<file path="src/source/ccu_config.svh">
// ********************
// Width and size macros for the communications unit
// Include wherever a width or a depth is needed
// ********************
`ifndef CCU_CONFIG_SVH
`define CCU_CONFIG_SVH

`define CCU_ADDR_WIDTH      32
`define CCU_DATA_WIDTH      32
`define CCU_LINE_SIZE       16
`define CCU_LINE_WIDTH      128

`define CCU_MHQ_DEPTH       4
`define CCU_MHQ_IDX_WIDTH   2

`define CCU_WB_DATA_WIDTH   16
`define CCU_WB_SEL_WIDTH    2
`define CCU_WB_BEATS        8
`define CCU_WB_CTI_WIDTH    3
`define CCU_WB_BTE_WIDTH    2

`endif

</file>
<file path="src/source/ccu_pkg.sv">
// ********************
// Shared types for the communications unit
// Opcodes, FSM states, Wishbone encodings and the bundled port structs
// ********************
`include "ccu_config.svh"

package ccu_pkg;

    typedef enum logic [2:0] {
        OP_LB = 3'b000,
        OP_LH = 3'b001,
        OP_LW = 3'b010,
        OP_SB = 3'b100,
        OP_SH = 3'b101,
        OP_SW = 3'b110
    } ccu_op_e;                                         // Bit 2 marks a store

    typedef enum logic [1:0] {MHQ_IDLE, MHQ_FETCH, MHQ_FILL} ccu_mhq_state_e;
    typedef enum logic [1:0] {BIU_IDLE, BIU_BURST, BIU_DONE} ccu_biu_state_e;

    // Wishbone B4 cycle type and burst type
    localparam logic [`CCU_WB_CTI_WIDTH-1:0] CTI_INCR   = 3'b010;
    localparam logic [`CCU_WB_CTI_WIDTH-1:0] CTI_END    = 3'b111;
    localparam logic [`CCU_WB_BTE_WIDTH-1:0] BTE_LINEAR = 2'b00;

    typedef struct packed {
        logic                          valid;
        logic                          dc_hit;
        logic [`CCU_ADDR_WIDTH-1:0]    addr;
        ccu_op_e                       op;
        logic [`CCU_DATA_WIDTH-1:0]    data;            // Low-justified store bytes
    } ccu_lookup_t;

    typedef struct packed {
        logic                          retry;
        logic                          replay;
        logic [`CCU_MHQ_IDX_WIDTH-1:0] tag;
    } ccu_lookup_rsp_t;

    typedef struct packed {
        logic                          en;
        logic [`CCU_MHQ_IDX_WIDTH-1:0] tag;
        logic                          dirty;
        logic [`CCU_ADDR_WIDTH-1:0]    addr;
        logic [`CCU_LINE_WIDTH-1:0]    data;
    } ccu_fill_t;

    typedef struct packed {
        logic                          en;
        logic [`CCU_ADDR_WIDTH-1:0]    addr;            // Line aligned
    } ccu_biu_req_t;

    typedef struct packed {
        logic                          done;
        logic [`CCU_LINE_WIDTH-1:0]    data;
    } ccu_biu_rsp_t;

    typedef struct packed {
        logic                          cyc;
        logic                          stb;
        logic                          we;
        logic [`CCU_WB_CTI_WIDTH-1:0]  cti;
        logic [`CCU_WB_BTE_WIDTH-1:0]  bte;
        logic [`CCU_WB_SEL_WIDTH-1:0]  sel;
        logic [`CCU_ADDR_WIDTH-1:0]    addr;
        logic [`CCU_WB_DATA_WIDTH-1:0] data;
    } ccu_wb_m2s_t;

    typedef struct packed {
        logic                          ack;
        logic [`CCU_WB_DATA_WIDTH-1:0] data;
    } ccu_wb_s2m_t;

endpackage

</file>
<file path="src/source/ccu_mhq.sv">
`timescale 1ns/1ps
// ********************
// Miss handling queue for the data cache
// Allocates or merges one line entry per miss and gathers store bytes
// Requests the oldest line from the BIU and emits a merged fill pulse
// ********************
`include "ccu_config.svh"

module ccu_mhq (
    input  logic                     clk,
    input  logic                     i_arst_n,
    input  ccu_pkg::ccu_lookup_t     i_lookup,
    output ccu_pkg::ccu_lookup_rsp_t o_lookup_rsp,
    output ccu_pkg::ccu_fill_t       o_fill,
    output ccu_pkg::ccu_biu_req_t    o_biu_req,
    input  ccu_pkg::ccu_biu_rsp_t    i_biu_rsp
);

    localparam int DEPTH     = `CCU_MHQ_DEPTH;
    localparam int IDX_W     = `CCU_MHQ_IDX_WIDTH;
    localparam int ADDR_W    = `CCU_ADDR_WIDTH;
    localparam int DATA_W    = `CCU_DATA_WIDTH;
    localparam int LINE_SIZE = `CCU_LINE_SIZE;
    localparam int LINE_W    = `CCU_LINE_WIDTH;
    localparam int OFFSET_W  = $clog2(LINE_SIZE);

    // Per-entry state
    logic [DEPTH-1:0]     ent_valid;
    logic [DEPTH-1:0]     ent_fetching;
    logic [DEPTH-1:0]     ent_dirty;
    logic [ADDR_W-1:0]    ent_addr [DEPTH];
    logic [LINE_SIZE-1:0] ent_mask [DEPTH];
    logic [LINE_W-1:0]    ent_line [DEPTH];

    // Allocation order with the oldest in slot 0
    logic [IDX_W-1:0]     age_q [DEPTH];
    logic [IDX_W:0]       age_count;
    logic [IDX_W:0]       push_slot;
    logic [IDX_W-1:0]     head;

    ccu_pkg::ccu_mhq_state_e  state_q;
    ccu_pkg::ccu_mhq_state_e  state_d;
    ccu_pkg::ccu_lookup_rsp_t rsp_q;

    logic [ADDR_W-1:0]    lk_line;
    logic [OFFSET_W-1:0]  lk_offset;
    logic                 act;
    logic                 is_store;
    logic                 hit;
    logic [IDX_W-1:0]     hit_idx;
    logic                 free_found;
    logic [IDX_W-1:0]     free_idx;
    logic                 retry;
    logic                 accept;
    logic                 alloc;
    logic [IDX_W-1:0]     acc_idx;
    logic [3:0]           st_base;
    logic [LINE_SIZE-1:0] st_mask;
    logic [LINE_W-1:0]    st_line;

    logic                 fill_now;
    logic                 issue;
    logic [LINE_W-1:0]    merged;
    logic                 biu_en_q;
    logic [ADDR_W-1:0]    biu_addr_q;
    logic                 fill_en_q;
    logic [IDX_W-1:0]     fill_tag_q;
    logic                 fill_dirty_q;
    logic [ADDR_W-1:0]    fill_addr_q;
    logic [LINE_W-1:0]    fill_data_q;

    // ********************
    // Lookup compare and allocation
    assign act       = i_lookup.valid && !i_lookup.dc_hit;
    assign lk_line   = {i_lookup.addr[ADDR_W-1:OFFSET_W], {OFFSET_W{1'b0}}};
    assign lk_offset = i_lookup.addr[OFFSET_W-1:0];
    assign is_store  = i_lookup.op inside {ccu_pkg::OP_SB, ccu_pkg::OP_SH, ccu_pkg::OP_SW};

    always_comb begin
        hit        = 1'b0;
        hit_idx    = '0;
        free_found = 1'b0;
        free_idx   = '0;
        for (int e = DEPTH - 1; e >= 0; e--) begin          // Lowest index wins
            if (ent_valid[e] && (ent_addr[e] == lk_line)) begin
                hit     = 1'b1;
                hit_idx = IDX_W'(e);
            end
            if (!ent_valid[e]) begin
                free_found = 1'b1;
                free_idx   = IDX_W'(e);
            end
        end
    end

    assign fill_now = (state_q == ccu_pkg::MHQ_FETCH) && i_biu_rsp.done;
    // A hit on the line leaving this cycle must come back later
    assign retry    = act && ((!hit && !free_found) || (hit && fill_now && hit_idx == head));
    assign accept   = act && !retry;
    assign alloc    = accept && !hit;
    assign acc_idx  = hit ? hit_idx : free_idx;

    always_comb begin
        case (i_lookup.op)
            ccu_pkg::OP_SB: st_base = 4'b0001;
            ccu_pkg::OP_SH: st_base = 4'b0011;
            ccu_pkg::OP_SW: st_base = 4'b1111;
            default:        st_base = 4'b0000;              // Loads write nothing
        endcase
    end

    assign st_mask = {{(LINE_SIZE - 4){1'b0}}, st_base} << lk_offset;
    assign st_line = {{(LINE_W - DATA_W){1'b0}}, i_lookup.data} << {lk_offset, 3'b000};

    // ********************
    // Fetch and fill FSM
    assign head      = age_q[0];
    assign push_slot = fill_now ? age_count - 1'b1 : age_count;
    assign issue     = (state_q != ccu_pkg::MHQ_FETCH) && (age_count != '0) && !ent_fetching[head];

    always_comb begin
        state_d = state_q;
        case (state_q)
            ccu_pkg::MHQ_IDLE:  if (issue) state_d = ccu_pkg::MHQ_FETCH;
            ccu_pkg::MHQ_FETCH: if (i_biu_rsp.done) state_d = ccu_pkg::MHQ_FILL;
            ccu_pkg::MHQ_FILL:  state_d = issue ? ccu_pkg::MHQ_FETCH : ccu_pkg::MHQ_IDLE;
            default:            state_d = ccu_pkg::MHQ_IDLE;
        endcase
    end

    always_comb begin
        for (int b = 0; b < LINE_SIZE; b++) begin
            merged[b*8 +: 8] = ent_mask[head][b] ? ent_line[head][b*8 +: 8]
                                                 : i_biu_rsp.data[b*8 +: 8];
        end
    end

    always_ff @(posedge clk or negedge i_arst_n) begin
        if (!i_arst_n) begin
            state_q      <= ccu_pkg::MHQ_IDLE;
            ent_valid    <= '0;
            ent_fetching <= '0;
            ent_dirty    <= '0;
            age_count    <= '0;
            biu_en_q     <= 1'b0;
            fill_en_q    <= 1'b0;
            rsp_q        <= '0;
        end else begin
            state_q      <= state_d;
            age_count    <= age_count + {{IDX_W{1'b0}}, alloc} - {{IDX_W{1'b0}}, fill_now};
            fill_en_q    <= fill_now;
            rsp_q.retry  <= retry;
            rsp_q.replay <= accept && !is_store;
            rsp_q.tag    <= accept ? acc_idx : '0;
            if (issue) begin
                biu_en_q           <= 1'b1;
                ent_fetching[head] <= 1'b1;
            end else if (i_biu_rsp.done) begin
                biu_en_q <= 1'b0;
            end
            if (alloc) begin
                ent_valid[acc_idx]    <= 1'b1;
                ent_fetching[acc_idx] <= 1'b0;
                ent_dirty[acc_idx]    <= is_store;
            end else if (accept && is_store) begin
                ent_dirty[acc_idx] <= 1'b1;
            end
            if (fill_now) begin                              // Entry frees with the fill
                ent_valid[head]    <= 1'b0;
                ent_fetching[head] <= 1'b0;
            end
        end
    end

    always_ff @(posedge clk) begin
        if (issue) biu_addr_q <= ent_addr[head];
        if (fill_now) begin
            fill_tag_q   <= head;
            fill_dirty_q <= ent_dirty[head];
            fill_addr_q  <= ent_addr[head];
            fill_data_q  <= merged;
        end
        if (alloc) begin
            ent_addr[acc_idx] <= lk_line;
            ent_mask[acc_idx] <= st_mask;
        end else if (accept) begin
            ent_mask[acc_idx] <= ent_mask[acc_idx] | st_mask;
        end
        for (int e = 0; e < DEPTH; e++) begin
            for (int b = 0; b < LINE_SIZE; b++) begin
                if (accept && acc_idx == IDX_W'(e) && st_mask[b]) begin
                    ent_line[e][b*8 +: 8] <= st_line[b*8 +: 8];
                end
            end
        end
        if (fill_now) begin
            for (int i = 0; i < DEPTH - 1; i++) age_q[i] <= age_q[i+1];
        end
        if (alloc) age_q[push_slot[IDX_W-1:0]] <= acc_idx;  // Overrides shift
    end

    assign o_lookup_rsp = rsp_q;
    assign o_biu_req    = '{en: biu_en_q, addr: biu_addr_q};
    assign o_fill       = '{en: fill_en_q, tag: fill_tag_q, dirty: fill_dirty_q,
                            addr: fill_addr_q, data: fill_data_q};

    // ********************
    // Checks
    a_rsp_excl: assert property (@(posedge clk) disable iff (!i_arst_n)
        !(o_lookup_rsp.retry && o_lookup_rsp.replay));
    a_fill_pulse: assert property (@(posedge clk) disable iff (!i_arst_n)
        o_fill.en |=> !o_fill.en);
    a_req_hold: assert property (@(posedge clk) disable iff (!i_arst_n)
        o_biu_req.en && !i_biu_rsp.done |=> o_biu_req.en && $stable(o_biu_req.addr));

endmodule

</file>
<file path="src/source/ccu_biu_wb.sv">
`timescale 1ns/1ps
// ********************
// Bus interface unit for line fetches
// Turns one line request into an 8 beat Wishbone incrementing burst read
// and pulses done once the line is assembled
// ********************
`include "ccu_config.svh"

module ccu_biu_wb (
    input  logic                  clk,
    input  logic                  i_arst_n,
    input  ccu_pkg::ccu_biu_req_t i_biu_req,
    output ccu_pkg::ccu_biu_rsp_t o_biu_rsp,
    output ccu_pkg::ccu_wb_m2s_t  o_wb,
    input  ccu_pkg::ccu_wb_s2m_t  i_wb
);

    localparam int ADDR_W     = `CCU_ADDR_WIDTH;
    localparam int LINE_W     = `CCU_LINE_WIDTH;
    localparam int WB_DW      = `CCU_WB_DATA_WIDTH;
    localparam int BEATS      = `CCU_WB_BEATS;
    localparam int BEAT_W     = $clog2(BEATS);
    localparam int BYTE_SHIFT = $clog2(`CCU_WB_SEL_WIDTH);

    ccu_pkg::ccu_biu_state_e state_q;
    ccu_pkg::ccu_biu_state_e state_d;

    logic [BEAT_W-1:0] beat_q;
    logic [ADDR_W-1:0] base_q;
    logic [LINE_W-1:0] line_q;
    logic              in_burst;
    logic              beat_ack;
    logic              last_beat;

    assign in_burst  = state_q == ccu_pkg::BIU_BURST;
    assign beat_ack  = in_burst && i_wb.ack;
    assign last_beat = beat_q == BEAT_W'(BEATS - 1);

    // ********************
    // Burst FSM
    always_comb begin
        state_d = state_q;
        case (state_q)
            ccu_pkg::BIU_IDLE: begin
                if (i_biu_req.en) state_d = ccu_pkg::BIU_BURST;
            end
            ccu_pkg::BIU_BURST: begin
                if (beat_ack && last_beat) state_d = ccu_pkg::BIU_DONE;
            end
            ccu_pkg::BIU_DONE: begin
                state_d = ccu_pkg::BIU_IDLE;                 // One cycle done
            end
            default: begin
                state_d = ccu_pkg::BIU_IDLE;
            end
        endcase
    end

    always_ff @(posedge clk or negedge i_arst_n) begin
        if (!i_arst_n) begin
            state_q <= ccu_pkg::BIU_IDLE;
            beat_q  <= '0;
        end else begin
            state_q <= state_d;
            if (state_q == ccu_pkg::BIU_IDLE) begin
                beat_q <= '0;
            end else if (beat_ack) begin
                beat_q <= beat_q + 1'b1;                     // Wraps after last beat
            end
        end
    end

    // Line address and returned data
    always_ff @(posedge clk) begin
        if (state_q == ccu_pkg::BIU_IDLE && i_biu_req.en) begin
            base_q <= i_biu_req.addr;
        end
        if (beat_ack) begin
            line_q <= {i_wb.data, line_q[LINE_W-1:WB_DW]};   // Beat 0 ends up lowest
        end
    end

    // ********************
    // Outputs
    always_comb begin
        o_wb.cyc  = in_burst;
        o_wb.stb  = in_burst;
        o_wb.we   = 1'b0;
        o_wb.cti  = last_beat ? ccu_pkg::CTI_END : ccu_pkg::CTI_INCR;
        o_wb.bte  = ccu_pkg::BTE_LINEAR;
        o_wb.sel  = '1;
        o_wb.addr = base_q + (ADDR_W'(beat_q) << BYTE_SHIFT);
        o_wb.data = '0;                                      // Reads only
    end

    assign o_biu_rsp.done = state_q == ccu_pkg::BIU_DONE;
    assign o_biu_rsp.data = line_q;

    // ********************
    // Checks
    a_cyc_hold: assert property (@(posedge clk) disable iff (!i_arst_n)
        o_wb.cyc && !(i_wb.ack && o_wb.cti == ccu_pkg::CTI_END) |=> o_wb.cyc && o_wb.stb);
    a_addr_hold: assert property (@(posedge clk) disable iff (!i_arst_n)
        o_wb.stb && !i_wb.ack |=> o_wb.stb && $stable(o_wb.addr));

endmodule

</file>
<file path="src/source/ccu_top.sv">
`timescale 1ns/1ps
// ********************
// Communications unit top level
// Joins the miss handling queue to the Wishbone bus interface unit
// ********************

module ccu_top (
    input  logic                     clk,
    input  logic                     i_arst_n,

    // Cache lookup and fill
    input  ccu_pkg::ccu_lookup_t     i_lookup,
    output ccu_pkg::ccu_lookup_rsp_t o_lookup_rsp,
    output ccu_pkg::ccu_fill_t       o_fill,

    // Wishbone master
    output ccu_pkg::ccu_wb_m2s_t     o_wb,
    input  ccu_pkg::ccu_wb_s2m_t     i_wb
);

    ccu_pkg::ccu_biu_req_t biu_req;
    ccu_pkg::ccu_biu_rsp_t biu_rsp;

    ccu_mhq i_mhq (
        .clk          (clk),
        .i_arst_n     (i_arst_n),
        .i_lookup     (i_lookup),
        .o_lookup_rsp (o_lookup_rsp),
        .o_fill       (o_fill),
        .o_biu_req    (biu_req),
        .i_biu_rsp    (biu_rsp)
    );

    ccu_biu_wb i_biu_wb (
        .clk          (clk),
        .i_arst_n     (i_arst_n),
        .i_biu_req    (biu_req),
        .o_biu_rsp    (biu_rsp),
        .o_wb         (o_wb),
        .i_wb         (i_wb)
    );

endmodule

</file>
<file path="config.mk">
export PLATFORM = sky130hd
export DESIGN_NAME = ccu_top
export DESIGN_NICKNAME = d
export VERILOG_FILES = /design/src/source/ccu_pkg.sv /design/src/source/ccu_mhq.sv /design/src/source/ccu_biu_wb.sv /design/src/source/ccu_top.sv
export VERILOG_INCLUDE_DIRS = /design/src /design/src/source
export SDC_FILE = /design/constraint.sdc
export NUM_CORES = 1
export LEC_CHECK = 0
export BUFFER_PORTS_ARGS = -buffer_cell sky130_fd_sc_hd__buf_2
export CORE_MARGIN = 1
export CORE_UTILIZATION = 35
export CTS_CLUSTER_SIZE = 16
export DETAILED_ROUTE_END_ITERATION = 10
export REMOVE_ABC_BUFFERS = 1
export SLEW_MARGIN = 20
export SYNTH_ARGS = -nofsm -noshare
export SYNTH_HDL_FRONTEND = slang
export SYNTH_SLANG_ARGS = --single-unit
</file>
<file path="constraint.sdc">
create_clock -name clk -period 5.9 [get_ports clk]
set_input_delay 0.295 -clock clk [delete_from_list [all_inputs] [get_ports clk]]
set_output_delay 0.295 -clock clk [all_outputs]
set_load 0.02 [all_outputs]
</file>
==> run_results.csv <==
group,metric,value,unit
cts,numCtsBuffers,111,
drt,wl,112300,µm
drt,drt_iter0_markers,2373,
setup_path,worstSetupEndpointType,"flip-flop",
timing,fmax,225.1,MHz
cts,ctsHoldBuffers,45,
finish,final_layout_size_suffix_gt1_share,31.30,%
floorplan,std_cell_rows,128,
placement,port_buffers,286,
finish,final_nets,2810,
timing,hold_violations,0,
floorplan,coreArea,122000,µm²
yosys,syn_inst,2320,
finish,final_util,41.56,%
yosys,ys_seq_elements,1067,
setup_path,startpoint_type,"flip-flop",
setup_path,slowest_stage,"nor4_2",
setup_path,crit_top_cell,"buf_4",
yosys,ys_types,58,
setup_path,critPathMaxStageDelay,750,ps
floorplan,floorplan.die.width,353.1,µm
yosys,syn_area_per_cell,18.60,µm²
setup_path,reg2reg_from,"i_mhq.ent_addr[1][6]",
yosys,yosys.area.top_type,"edfxtp_1",
timing,finalCriticalPeriod,4442,ps
hold_path,min_from,"i_lookup[30]",
timing,drv_slew,0,
yosys,netlist_area,43150,µm²
power,p_leak,16.89,nW
setup_path,path_cells,"xor2_1 -> or4_1 -> nor4_1 -> o211ai_2 -> o31a_2 -> inv_1 -> buf_4 -> nand3_1 -> buf_4 -> nor4_2",
hold_path,hold_path.class,"input port to flip-flop",
finish,fin_area,50720,µm²
cts,cts_root_buf,"clkbuf_16",
finish,areaGrowthSynthToFinish,17.54,%
yosys,synth_edf_count,1039,
power,p_per_area,374.3,nW/µm²
timing,setup-tns-final,0,ps
global_route,grt_first_pass_wirelength,162300,µm
cts,cts.reportedPaths.clkPinSlew,60,ps
job,cap_violations,0,
placement,gp_congestion,0.9041,
cts,cts_tree,"done",
floorplan,die-area,124700,µm²
cts,cts_max_path_buffers,3,
timing,fin_skew,57.64,ps
placement,post_dp_cell_area,46650,µm²
yosys,synth_area_leaders,"edfxtp_1 (72%), mux4_2 (9.1%), mux2_2 (3.5%), xnor2_1 (1.7%), dfrtp_1 (1.6%)",
setup_path,crit_required,6190,ps
drt,wl_per_cell,25.33,µm
drt,ant_nets,0,
floorplan,io_pins,314,
outcome,status,"completed",
setup_path,reg2reg_slack,1460,ps
setup_path,cp_max_fo,22,
cts,post_cts_resize_count,0,
floorplan,die_y,353.1,µm
global_route,grt_pass1_vias,23520,
power,ir_drop,0.0002377,V
finish,num-fill-cells,10880,
timing,tightest_slew,1208,ps
timing,rsz0062_at_grt,"false",
timing,finalSetupViolations,0,
setup_path,cp_num_buf_inv,3,
cts,clock-sinks,1067,
setup_path,startpoint,"i_mhq.ent_addr[1][6]",
yosys,yosysTopAreaCellShare,72.31,%
global_route,grt_max_degree,130,
setup_path,critPathTopFamily,"simple AND/OR/NAND/NOR gates",
placement,dp_hpwl,78660,µm
global_route,gr-usage-all-layers,17.72,%
yosys,synth_flop_cell,"edfxtp_1",
drt,via_per_inst,5.205,
drt,drtPass1Iterations,6,
yosys,seq_area_frac_synth,73.93,%
global_route,antenna_found_initial,27,
setup_path,worstPathArrival,4740,ps
timing,slew_headroom,19.44,%
drt,num_vias,23090,
cts,clk-insertion-delay-late,730,ps
drt,drc_errors,0,
timing,period_share,75.28,%
cts,cts_htree_levels,3,
global_route,gr-total-overflow,0,
setup_path,crit_type,"flip-flop to flip-flop",
floorplan,start_util,35.36,%
yosys,async_flop_share,2.624,%
yosys,yosys_warnings,0,
cts,cts_setup_buffers,0,
Yosys cell counts, types with 28 or more instances:
cell type,n
a21boi_0,32
o21ai_0,39
nor2b_1,31
mux4_2,174
edfxtp_1,1039
mux2_2,135
dfrtp_1,28
nand2_1,89
nor2_1,82
a211oi_1,30
clkbuf_1,80
xor2_1,32
nor4_1,61
xnor2_1,85
buf_4,35
and2_1,37
kinds of logic after synthesis:
kind of cell               synth area share [%]
AOI/OAI and AO/OA                         3.306
xor gates and xnor gates                  2.375
adders and majority gates                0.1914
buffers and inverters                     2.056
DFF                                       73.93
muxes                                     13.21
other                                   0.01740
and+or+nand+nor                           4.915
metal layers:
| layer | track usage [%] | part of all wire [%] | up-vias |
|---|---|---|---|
| li1 | - | - | 10040 |
| met1 | 23.28 | 40 | 11860 |
| met2 | 29.44 | 49 | 961 |
| met3 | 4.222 | 8.4 | 197 |
| met4 | 4.684 | 2.1 | 28 |
| met5 | 0 | 0.15 | - |
worst paths after layout:
path | depth (start not counted) | end
worst max-delay path | 10 | i_mhq.ent_line[3][42]
worst min-delay path | 2 | i_mhq.ent_line[1][86]
worst max register to register | 10 | i_mhq.ent_line[3][42]
worst min register to register | 0 | i_biu_wb.base_q[11]
max in group asynchronous | 2 | i_biu_wb.beat_q[2]
min in group asynchronous | 2 | i_mhq.ent_dirty[0]
metrics by stage:
step | total power, mW | worst slack, ps | hold slack (ps) | cells
6_report | 18.98 | 1458 | 64.51 | 4435
5_1_grt | 19.66 | 1294 | 49.59 | 4431
4_1_cts | 19.16 | 1450 | 3.817 | 4429
3_5_place_dp | 12.29 | 1407 | 405.4 | 4182
3_3_place_gp | 12.20 | 1409 | 395.3 | 4182
2_1_floorplan | 11.08 | -4272 | -0.5911 | 2182
power breakdown:
group	switching [mW]	internal (mW)	leakage, nW	total (mW)
Combinational	1.89	0.983	5.27	2.88
Clock	2.96	3.88	1.71	6.84
Sequential	0.259	9.01	9.90	9.27
Total	5.11	13.9	16.9	19.0
registers in the layout, indices dropped and copies added (netlist names), 4 cells and up:
name / flops
i_mhq.ent_mask: 64
i_mhq.age_q: 8
i_mhq.ent_addr: 112
i_mhq.ent_fetching: 4
i_mhq.o_lookup_rsp: 4
i_mhq.ent_valid: 4
i_mhq.ent_line: 512
i_mhq.fill_addr_q: 28
i_mhq.fill_data_q: 128
i_mhq.biu_addr_q: 28
i_mhq.ent_dirty: 4
i_biu_wb.line_q: 128
i_biu_wb.base_q: 28
area by class of cell:
class | count | area [µm²] | share of cell area (%)
inverter | 21 | 83.83 | 0.1653
antenna | 5 | 12.51 | 0.02467
tap | 1625 | 2033 | 4.009
multi-input combinational | 1094 | 10530 | 20.77
clock inverter | 72 | 686.9 | 1.354
sequential | 1067 | 31900 | 62.90
clock buffer | 130 | 2870 | 5.659
timing repair buffer | 421 | 2597 | 5.122
cell usage in the layout (no fill, tap or decap), types with 61 or more instances in the layout:
cell type / Yosys / routed
edfxtp_1: 1039 / 1039
mux2_2: 135 / 135
xnor2_1: 85 / 85
clkbuf_16: 0 / 112
nand2_1: 89 / 89
nor2_1: 82 / 76
nor4_1: 61 / 61
buf_2: 16 / 286
buf_4: 35 / 86
mux4_2: 174 / 174
Power figures use the tool's default switching activity.
